===== src/sh_pkg.sv =====
package sh_pkg;

	typedef logic [31:0] word_t;
	typedef logic [3:0]  reg_idx_t;
	typedef logic [15:0] instr_t;

	typedef enum logic [3:0] {
		ALU_PASS,
		ALU_ADD,
		ALU_SUB,
		ALU_AND,
		ALU_OR,
		ALU_XOR,
		ALU_CMPEQ,
		ALU_SHLL,
		ALU_SHLR,
		ALU_NONE
	} alu_op_t;

	typedef struct packed {
		alu_op_t  alu_op;
		reg_idx_t rn;
		reg_idx_t rm;
		logic     rn_rd;
		logic     rm_rd;
		logic     rn_we;
		logic     t_we;
		logic     use_imm;
		word_t    imm;
		logic     is_branch;
		logic     br_true;
		word_t    disp;
	} dec_instr_t;

	// Major opcode in bits 15:12
	localparam logic [3:0] OP_LOGIC   = 4'h2;
	localparam logic [3:0] OP_ARITH   = 4'h3;
	localparam logic [3:0] OP_SHIFT   = 4'h4;
	localparam logic [3:0] OP_MOV_RR  = 4'h6;
	localparam logic [3:0] OP_ADD_IMM = 4'h7;
	localparam logic [3:0] OP_BRANCH  = 4'h8;
	localparam logic [3:0] OP_MOV_IMM = 4'hE;

	// Function field in bits 3:0
	localparam logic [3:0] FN_CMPEQ = 4'h0;
	localparam logic [3:0] FN_MOV   = 4'h3;
	localparam logic [3:0] FN_SUB   = 4'h8;
	localparam logic [3:0] FN_AND   = 4'h9;
	localparam logic [3:0] FN_XOR   = 4'hA;
	localparam logic [3:0] FN_OR    = 4'hB;
	localparam logic [3:0] FN_ADD   = 4'hC;

	// Shift selector in bits 7:0, branch selector in bits 11:8
	localparam logic [7:0] FN_SHLL = 8'h00;
	localparam logic [7:0] FN_SHLR = 8'h01;
	localparam logic [3:0] BR_BT   = 4'h9;
	localparam logic [3:0] BR_BF   = 4'hB;

	localparam instr_t NOP_INSTR = 16'h0009;

	localparam dec_instr_t DEC_NOP = '{alu_op: ALU_NONE, default: '0};

endpackage


===== src/sh_fetch.sv =====
module sh_fetch
	import sh_pkg::*;
#(
	parameter word_t RESET_PC = 32'h0000_0000
) (
	input  logic   CLK,
	input  logic   RST_N,
	input  logic   en,
	input  instr_t inst_data,
	input  logic   branch_taken,
	input  word_t  branch_target,
	output word_t  inst_addr,
	output instr_t id_instr,
	output word_t  id_pc
);

	word_t pc;

	//******************************
	// Program counter and IF/ID
	//******************************
	always_ff @(posedge CLK or negedge RST_N) begin
		if (!RST_N) begin
			pc       <= RESET_PC;
			id_instr <= NOP_INSTR;
		end else if (en) begin
			if (branch_taken) begin
				pc       <= branch_target;
				// Word fetched behind the branch is dropped
				id_instr <= NOP_INSTR;
			end else begin
				pc       <= pc + 32'd2;
				id_instr <= inst_data;
			end
		end
	end

	always_ff @(posedge CLK) begin
		if (en) begin
			id_pc <= pc;
		end
	end

	assign inst_addr = pc;

endmodule


===== src/sh_decode.sv =====
module sh_decode
	import sh_pkg::*;
(
	input  logic       CLK,
	input  logic       RST_N,
	input  logic       en,
	input  instr_t     id_instr,
	input  word_t      id_pc,
	input  logic       branch_taken,
	input  word_t      rn_val,
	input  word_t      rm_val,
	output reg_idx_t   rd_rn,
	output reg_idx_t   rd_rm,
	output dec_instr_t ex_dec,
	output word_t      ex_pc,
	output word_t      ex_rn_val,
	output word_t      ex_rm_val
);

	dec_instr_t dec;

	assign rd_rn = id_instr[11:8];
	assign rd_rm = id_instr[7:4];

	//******************************
	// Instruction decoder
	//******************************
	always_comb begin
		dec      = DEC_NOP;
		dec.rn   = id_instr[11:8];
		dec.rm   = id_instr[7:4];
		dec.imm  = {{24{id_instr[7]}}, id_instr[7:0]};
		dec.disp = {{24{id_instr[7]}}, id_instr[7:0]};

		case (id_instr[15:12])
			OP_MOV_IMM: begin
				dec.alu_op  = ALU_PASS;
				dec.use_imm = 1'b1;
				dec.rn_we   = 1'b1;
			end
			OP_ADD_IMM: begin
				dec.alu_op  = ALU_ADD;
				dec.use_imm = 1'b1;
				dec.rn_rd   = 1'b1;
				dec.rn_we   = 1'b1;
			end
			OP_MOV_RR: begin
				if (id_instr[3:0] == FN_MOV) begin
					dec.alu_op = ALU_PASS;
					dec.rm_rd  = 1'b1;
					dec.rn_we  = 1'b1;
				end
			end
			OP_ARITH: begin
				dec.rn_rd = 1'b1;
				dec.rm_rd = 1'b1;
				case (id_instr[3:0])
					FN_ADD: begin
						dec.alu_op = ALU_ADD;
						dec.rn_we  = 1'b1;
					end
					FN_SUB: begin
						dec.alu_op = ALU_SUB;
						dec.rn_we  = 1'b1;
					end
					FN_CMPEQ: begin
						dec.alu_op = ALU_CMPEQ;
						dec.t_we   = 1'b1;
					end
					default: begin
						dec.rn_rd = 1'b0;
						dec.rm_rd = 1'b0;
					end
				endcase
			end
			OP_LOGIC: begin
				dec.rn_rd = 1'b1;
				dec.rm_rd = 1'b1;
				dec.rn_we = 1'b1;
				case (id_instr[3:0])
					FN_AND: dec.alu_op = ALU_AND;
					FN_OR:  dec.alu_op = ALU_OR;
					FN_XOR: dec.alu_op = ALU_XOR;
					default: dec = DEC_NOP;
				endcase
			end
			OP_SHIFT: begin
				if (id_instr[7:0] == FN_SHLL || id_instr[7:0] == FN_SHLR) begin
					dec.alu_op = (id_instr[7:0] == FN_SHLL) ? ALU_SHLL : ALU_SHLR;
					dec.rn_rd  = 1'b1;
					dec.rn_we  = 1'b1;
					dec.t_we   = 1'b1;
				end
			end
			OP_BRANCH: begin
				// BT and BF only, no delay slot
				if (id_instr[11:8] == BR_BT || id_instr[11:8] == BR_BF) begin
					dec.is_branch = 1'b1;
					dec.br_true   = (id_instr[11:8] == BR_BT);
				end
			end
			default: ;
		endcase
	end

	//******************************
	// ID/EX register
	//******************************
	always_ff @(posedge CLK or negedge RST_N) begin
		if (!RST_N) begin
			ex_dec <= DEC_NOP;
		end else if (en) begin
			ex_dec <= branch_taken ? DEC_NOP : dec;
		end
	end

	always_ff @(posedge CLK) begin
		if (en) begin
			ex_pc     <= id_pc;
			ex_rn_val <= rn_val;
			ex_rm_val <= rm_val;
		end
	end

endmodule


===== src/sh_regfile.sv =====
module sh_regfile
	import sh_pkg::*;
(
	input  logic     CLK,
	input  logic     RST_N,
	input  logic     en,
	input  reg_idx_t rd_rn,
	input  reg_idx_t rd_rm,
	input  reg_idx_t dbg_regn,
	input  logic     wb_we,
	input  reg_idx_t wb_regn,
	input  word_t    wb_data,
	output word_t    rn_val,
	output word_t    rm_val,
	output word_t    dbg_regq
);

	word_t regs [16];

	always_ff @(posedge CLK or negedge RST_N) begin
		if (!RST_N) begin
			for (int i = 0; i < 16; i++) begin
				regs[i] <= '0;
			end
		end else if (en && wb_we) begin
			regs[wb_regn] <= wb_data;
		end
	end

	// Write-first bypass on the decode ports
	assign rn_val = (wb_we && wb_regn == rd_rn) ? wb_data : regs[rd_rn];
	assign rm_val = (wb_we && wb_regn == rd_rm) ? wb_data : regs[rd_rm];

	assign dbg_regq = regs[dbg_regn];

endmodule


===== src/sh_execute.sv =====
module sh_execute
	import sh_pkg::*;
(
	input  logic       CLK,
	input  logic       RST_N,
	input  logic       en,
	input  dec_instr_t ex_dec,
	input  word_t      ex_pc,
	input  word_t      ex_rn_val,
	input  word_t      ex_rm_val,
	output logic       branch_taken,
	output word_t      branch_target,
	output logic       wb_we,
	output reg_idx_t   wb_regn,
	output word_t      wb_data,
	output logic       t_bit
);

	logic  fwd_rn;
	logic  fwd_rm;
	word_t op_a;
	word_t rm_op;
	word_t op_b;
	word_t alu_res;
	logic  alu_t;

	//******************************
	// Operand forwarding
	//******************************
	assign fwd_rn = wb_we && ex_dec.rn_rd && (wb_regn == ex_dec.rn);
	assign fwd_rm = wb_we && ex_dec.rm_rd && (wb_regn == ex_dec.rm);

	assign op_a  = fwd_rn ? wb_data : ex_rn_val;
	assign rm_op = fwd_rm ? wb_data : ex_rm_val;
	assign op_b  = ex_dec.use_imm ? ex_dec.imm : rm_op;

	//******************************
	// ALU
	//******************************
	always_comb begin
		alu_res = '0;
		alu_t   = t_bit;
		case (ex_dec.alu_op)
			ALU_PASS: begin
				alu_res = op_b;
			end
			ALU_ADD: begin
				alu_res = op_a + op_b;
			end
			ALU_SUB: begin
				alu_res = op_a - op_b;
			end
			ALU_AND: begin
				alu_res = op_a & op_b;
			end
			ALU_OR: begin
				alu_res = op_a | op_b;
			end
			ALU_XOR: begin
				alu_res = op_a ^ op_b;
			end
			ALU_CMPEQ: begin
				alu_t = (op_a == op_b);
			end
			ALU_SHLL: begin
				alu_res = {op_a[30:0], 1'b0};
				alu_t   = op_a[31];
			end
			ALU_SHLR: begin
				alu_res = {1'b0, op_a[31:1]};
				alu_t   = op_a[0];
			end
			ALU_NONE: begin
				alu_res = '0;
			end
			default: ;
		endcase
	end

	//******************************
	// Branch resolution
	//******************************
	// BT/BF test the T that is already committed
	assign branch_taken  = ex_dec.is_branch && (t_bit == ex_dec.br_true);
	assign branch_target = ex_pc + 32'd4 + {ex_dec.disp[30:0], 1'b0};

	//******************************
	// T flag and writeback
	//******************************
	always_ff @(posedge CLK or negedge RST_N) begin
		if (!RST_N) begin
			t_bit <= 1'b0;
			wb_we <= 1'b0;
		end else if (en) begin
			if (ex_dec.t_we) begin
				t_bit <= alu_t;
			end
			wb_we <= ex_dec.rn_we;
		end
	end

	always_ff @(posedge CLK) begin
		if (en) begin
			wb_regn <= ex_dec.rn;
			wb_data <= alu_res;
		end
	end

endmodule


===== src/sh_core.sv =====
module sh_core
	import sh_pkg::*;
#(
	parameter word_t RESET_PC = 32'h0000_0000
) (
	input  logic     CLK,
	input  logic     RST_N,
	input  logic     en,
	input  instr_t   inst_data,
	input  reg_idx_t dbg_regn,
	output word_t    inst_addr,
	output word_t    dbg_regq,
	output logic     t_bit
);

	instr_t     id_instr;
	word_t      id_pc;
	reg_idx_t   rd_rn;
	reg_idx_t   rd_rm;
	word_t      rn_val;
	word_t      rm_val;
	dec_instr_t ex_dec;
	word_t      ex_pc;
	word_t      ex_rn_val;
	word_t      ex_rm_val;
	logic       branch_taken;
	word_t      branch_target;
	logic       wb_we;
	reg_idx_t   wb_regn;
	word_t      wb_data;

	sh_fetch #(
		.RESET_PC(RESET_PC)
	) i_fetch (
		.CLK          (CLK),
		.RST_N        (RST_N),
		.en           (en),
		.inst_data    (inst_data),
		.branch_taken (branch_taken),
		.branch_target(branch_target),
		.inst_addr    (inst_addr),
		.id_instr     (id_instr),
		.id_pc        (id_pc)
	);

	sh_decode i_decode (
		.CLK         (CLK),
		.RST_N       (RST_N),
		.en          (en),
		.id_instr    (id_instr),
		.id_pc       (id_pc),
		.branch_taken(branch_taken),
		.rn_val      (rn_val),
		.rm_val      (rm_val),
		.rd_rn       (rd_rn),
		.rd_rm       (rd_rm),
		.ex_dec      (ex_dec),
		.ex_pc       (ex_pc),
		.ex_rn_val   (ex_rn_val),
		.ex_rm_val   (ex_rm_val)
	);

	sh_regfile i_regfile (
		.CLK     (CLK),
		.RST_N   (RST_N),
		.en      (en),
		.rd_rn   (rd_rn),
		.rd_rm   (rd_rm),
		.dbg_regn(dbg_regn),
		.wb_we   (wb_we),
		.wb_regn (wb_regn),
		.wb_data (wb_data),
		.rn_val  (rn_val),
		.rm_val  (rm_val),
		.dbg_regq(dbg_regq)
	);

	sh_execute i_execute (
		.CLK          (CLK),
		.RST_N        (RST_N),
		.en           (en),
		.ex_dec       (ex_dec),
		.ex_pc        (ex_pc),
		.ex_rn_val    (ex_rn_val),
		.ex_rm_val    (ex_rm_val),
		.branch_taken (branch_taken),
		.branch_target(branch_target),
		.wb_we        (wb_we),
		.wb_regn      (wb_regn),
		.wb_data      (wb_data),
		.t_bit        (t_bit)
	);

endmodule


===== config.mk =====
export PLATFORM = sky130hd
export DESIGN_NAME = sh_core
export DESIGN_NICKNAME = d
export VERILOG_FILES = /design/src/sh_pkg.sv /design/src/sh_fetch.sv /design/src/sh_decode.sv /design/src/sh_regfile.sv /design/src/sh_execute.sv /design/src/sh_core.sv
export SDC_FILE = /design/constraint.sdc
export NUM_CORES = 2
export LEC_CHECK = 0
export BUFFER_PORTS_ARGS = -buffer_cell sky130_fd_sc_hd__buf_2
export CORE_UTILIZATION = 50
export CTS_CLUSTER_DIAMETER = 40
export DETAILED_ROUTE_END_ITERATION = 8
export GPL_TIMING_DRIVEN = 0
export PLACE_DENSITY = 0.7
export RECOVER_POWER = 100
export REMOVE_ABC_BUFFERS = 1
export SYNTH_ARGS = -nofsm -noshare
export SYNTH_HDL_FRONTEND = slang
export SYNTH_SLANG_ARGS = --single-unit

===== constraint.sdc =====
create_clock -name CLK -period 13 [get_ports CLK]
set_clock_uncertainty 0.1 [all_clocks]
set_input_delay 1.3 -clock CLK [delete_from_list [all_inputs] [get_ports CLK]]
set_output_delay 1.3 -clock CLK [all_outputs]
set_load 0.02 [all_outputs]

---- Word level (Yosys, flattened, before mapping) ----
Cells that the tools add are included.
cells by class
  div/mod/pow operators ................... 0
  bitwise logic cells ..................... 7
  order comparisons ....................... 5
  shift operators ......................... 0
  muxes and demuxes ....................... 45
  add/subtract/negate cells ............... 5
  reductions and logical operators ........ 20
  multiply operators ...................... 0
  equality and inequality tests ........... 30
operators by type and width
  cell                     count
  $bwmux W512              1
  $mux W32                 15
  $bmux W32 S4             3
  $pmux W32 S8             1
  $demux W32 S4            1
  $mux W83                 1
  $mux W79                 1
  $add A32 B32 Y32         2
  $eq A4 B4 Y1 const B     10
  $add A32 B2 Y32 const B  1
  $add A32 B3 Y32 const B  1
  $and A32 B32 Y32         1
  $eq A32 B32 Y1           1
  $or A32 B32 Y32          1
  $sub A32 B32 Y32         1
  $xor A32 B32 Y32         1
  $eq A4 B3 Y1 const B     7
  $pmux W4 S3              2
  $pmux W4 S6              1
  $eq A4 B2 Y1 const B     5
  $ge A5 B5 Y1 const B     4
  $not A4 Y5               4
  $eq A4 B4 Y1             4
  $mux W16                 1
  21 further kinds         42
storage, ports and cells
  RAM bits ................................ 0
  bits in read-only memories .............. 0
  memories ................................ 0
  output and inout port bits .............. 65
  bits in latches ......................... 0
  register bits ........................... 808
  input port bits ......................... 23
  logic and storage cells ................. 150

---- Logic depth before layout (Yosys ltp) ----
  depth after elaboration ................. 6
  depth in mapped cells ................... 22
  mapped depth without buffers ............ 18

---- Hierarchy ----
A second synthesis with hierarchy kept.
second synthesis, totals
  cell total of the unflattened synthesis .. 3905
  area total of the unflattened synthesis .. 49343.6 um2
by module, submodules not included
  module      area each (um2)  cells each  sequential area each (um2)  instances
  sh_regfile  31179.9          1954        12812.3                     1
  sh_execute  9803.2           1320        1131.1                      1
  sh_decode   4670.7           292         3460.8                      1
  sh_fetch    3689.8           339         2164.6                      1

---- Least setup slack after synthesis ----
Ideal clock, no wire load.
  kind .................................... reg2reg
  from .................................... reg, netlist name i_decode.ex_dec[29]
  to ...................................... reg i_execute.wb_data[27] (data pin)
  data arrival time ....................... 4721 ps
  path buffers ............................ 1
  period minus slack after synthesis ...... 5080 ps
  data required time ...................... 12641 ps
  library setup time ...................... 259 ps
  slack ................................... 7920 ps
  stages on the path, launching flop included .. 18
  path through ............................ dfrtp_1 -> inv_1 -> a2bb2oi_1 -> nand3_1 -> clkbuf_1 -> mux2_2 -> o21ai_0 -> inv_1 -> ha_1 -> or4_4 -> or4_4 -> a21oi_2 -> o211ai_2 -> a31o_1 -> a21oi_1 -> mux2i_1 -> nor2_1 -> a211o_1
RTL lines
  item                  line               RTL
  end signal, assigned  sh_execute.sv:105  wb_data <= alu_res;
  end, declared         sh_execute.sv:15   output word_t wb_data,

==> impl_metrics.ini <==
[route]
drt-vias-per-instance = 6.78
drc = 0
vias = 35000
first_pass_iters = 6
ant_nets = 0
drt_iter0_markers = 3511
wl_mm = 140
wl_per_cell_um = 27.2

[synthesis]
ys_seq_area_share_pct = 40.2
yosys.area.top_type_share_pct = 29.9
synthArstFlopShare_pct = 78.1
netlist_top_cells_count = dfrtp_1, mux2_2, mux4_2
synth_edf_count = 164
avgSynthCellArea_um2 = 12.6
yosysMostFrequentCell = dfrtp_1
synthFlopType = dfrtp_1
yosys_warnings = 0
synth_cells = 3878
yosysTopAreaCell = dfrtp_1
netlist_area_mm2 = 0.0487
ys_ff_latch = 749
synth_area_leaders = dfrtp_1, mux4_2, mux2_2
yosysUniqueCellTypes = 92

[global_route]
grt_antenna_before_repair = 2
gr-total-overflow = 0
grt.total_usage_pct = 28.8
grt_max_degree = 117
grt_pass1_wl_mm = 218
grt_pass1_vias = 35300

[cts]
cts_resized = 0
cts_buffers = 113
clkSinkCount = 749
ctsLongestPathBuffers = 3
clkTransAtPathRegs_ns = 0.06
worstSkewPairLatency_ns = 0.71
hold_buffers = 0
post_cts_buffers = 0
cts_root_buf = clkbuf_16
cts_max_level = 3
cts_tree = yes

[timing]
slew_headroom_pct = -306
worstMarginPinSlew_ns = 6.09
fmax_mhz = 113
setup_viol = 0
period_needed_ns = 8.87
timing.final.hold_violations = 0
rsz0062_at_grt = no
worst_slack_ns = 4.13
setup_tns_ns = 0
maxSlewViolCount = 1011
finalCritPeriodShare_pct = 68.2

[worst_setup_path]
crit_family = compound AO/OA/AOI/OAI gates
worstPathMaxFanout = 26
path_buf_inv = 3
critPathCaptureType = flip-flop
cp_cell_sequence = inv_1, a2bb2oi_1, nand3_1, clkbuf_1, mux2_1, o21ai_0, inv_1, ha_1, nand2_1, or3_1, o221ai_1, nand3_1, o211a_1, o41ai_1, a21oi_1, a221oi_1, o221ai_2
worstPathArrival_ns = 9.18
max_stage_delay_ns = 1.14
start_kind = flip-flop
reg2reg_slack_ns = 4.13
rr_startpoint = i_decode.ex_dec[29]$_DFFE_PN0P_
criticalPathCategory = reg2reg
cp_slowest_cell = dfrtp_1
required_ns = 13.32
startpoint = i_decode.ex_dec[29]$_DFFE_PN0P_

[die]
die_area_mm2 = 0.0986
core_mm2 = 0.0966
initial_core_util_pct = 50.4
die_h_um = 314
rows = 114
io_pins = 88
die_w_um = 314

[power]
peakVddDrop_uv = 114
sw_frac_of_total_pct = 31.0
leakage_nw = 23.4
p_seq_share_pct = 39.2
power.internal_mw = 5.22
clockPowerShare_pct = 41.7
power.switching_mw = 2.34
pwr_density_cell_mw_per_mm2 = 140
comb_power_share_pct = 19.1

[final_layout]
nets = 3967
seqCellArea_mm2 = 0.0196
final_core_util_pct = 55.9
fin_area_mm2 = 0.0540
fill_cells = 7881
multi_input_area_mm2 = 0.0272
finalNonFillerCells = 5162
drive_gt1_share_pct = 33.0
syn_to_final_growth_pct = 11.0

[placed_design]
port_buffers = 87
dpl.cell_count = 4946
dp_slack_ns = 5.84
place.gp.congestion = 0.972
hpwlAfterDp_mm = 89.2
dpl_cell_area_mm2 = 0.0509

[worst_hold_path]
worstHoldStart = i_fetch.id_pc[0]$_DFFE_PP_
hold_path.class = reg2reg

[status]
violations = capacitance limit, slew limit
status = finished with violations

[job]
max_cap_viol_count = 35
[logic make-up (layout without fill, tap and decap cells)]
group	count (synthesis)	count (layout)	share of synthesized area (%)
flops	749	749	40.2
other cells	0	1	0
fa+ha+maj	158	158	4.11
xor+xnor	44	44	0.791
mux	1131	1131	35.8
buf+inv	487	494	3.84
compound gates	725	725	9.72
simple gates	584	584	5.54
[state kept, by name, indices dropped and copies added (netlist names)]
register and count:
i_regfile.regs 512, i_decode.ex_pc 32, i_decode.ex_rm_val 32, i_decode.ex_rn_val 32
i_execute.wb_data 32, i_fetch.id_pc 32, i_fetch.inst_addr 32, i_decode.ex_dec 23
i_fetch.id_instr 16, i_execute.wb_regn 4, i_execute.t_bit 1, i_execute.wb_we 1
[worst paths after layout]
check                           cells past startpoint                                  end
min in group asynchronous                           1      i_regfile.regs[121]$_DFFE_PN0P_
worst max-delay path                               17  i_execute.wb_data[31]$_SDFFCE_PN0P_
max in group asynchronous                           3     i_fetch.inst_addr[2]$_DFFE_PN0P_
worst max register to register                     17  i_execute.wb_data[31]$_SDFFCE_PN0P_
worst min register to register                      0          i_decode.ex_pc[0]$_DFFE_PP_
worst min-delay path                                0          i_decode.ex_pc[0]$_DFFE_PP_
[worst reg2reg max path, cell delays in order (launching register included)]
cell	delay [ns]
dfrtp_1	1.14
inv_1	0.48
a2bb2oi_1	0.30
nand3_1	0.82
clkbuf_1	0.89
mux2_1	0.61
o21ai_0	0.32
inv_1	0.12
ha_1	0.54
nand2_1	0.11
or3_1	0.33
o221ai_1	0.68
nand3_1	0.15
o211a_1	0.22
o41ai_1	0.91
a21oi_1	0.25
a221oi_1	0.44
o221ai_2	0.15
[power groups by stage]
stage               combinational [mW]  sequential [mW]  clock, mW
finish                            1.44             2.97       3.16
global route                      1.56             3.01       3.29
CTS                               1.45             2.96       3.19
detailed placement                1.44             3.00          0
global placement                  1.35             3.07          0
floorplan                        0.929             2.96          0
[layout make-up]
cell class / instances / area share (%)
Inverter: 129 / 0.896
Clock buffer: 134 / 5.57
Timing Repair Buffer: 151 / 2.09
Antenna cell: 1 / 0.00463
Multi-Input combinational cell: 2642 / 50.4
Clock inverter: 80 / 1.79
Sequential cell: 749 / 36.3
Tap cell: 1276 / 2.96
[through the flow]
stage	power (mW)	hold slack [ns]
floorplan	3.89	0.300
global placement	4.42	0.301
detailed placement	4.44	0.306
CTS	7.61	0.318
global route	7.86	0.321
finish	7.57	0.316
[layout by cell type, fill, tap and decap left out, types with 12 or more instances in the layout]
cell type / synthesis / routed
o21bai_1: 14 / 14
a22oi_1: 13 / 13
clkbuf_16: 0 / 113
bufinv_16: 0 / 14
nor3_1: 36 / 36
buf_16: 0 / 17
o22ai_1: 50 / 50
nand2b_1: 15 / 14
o211ai_1: 16 / 17
clkinv_4: 0 / 15
o21ai_0: 124 / 124
inv_1: 127 / 127
o221ai_1: 35 / 36
nor4_1: 18 / 17
and3_1: 12 / 12
mux4_2: 432 / 432
a21o_1: 40 / 40
nor2b_1: 16 / 16
dfrtp_1: 581 / 575
xnor2_1: 29 / 29
a21oi_1: 252 / 253
nor2_1: 235 / 233
xor2_1: 15 / 15
a221oi_1: 31 / 31
mux2_2: 567 / 563
ha_1: 155 / 155
mux2i_1: 132 / 132
a31oi_1: 12 / 12
edfxtp_1: 164 / 164
nand2_1: 129 / 126
nand3_1: 52 / 51
clkbuf_1: 277 / 111
nand4_1: 16 / 16
buf_2: 25 / 19
o2bb2ai_1: 16 / 16
clkinv_2: 0 / 14
[per-layer routing]
layer  global-route usage (%)  up-vias  wire length, um
met5                        0        -                0
met4                     11.0        0             5410
met3                     5.20      357            12500
met2                     44.8     1745            65300
met1                     40.3    18000            57200
li1                         -    14900                -
(Power assumes the default switching activity.)
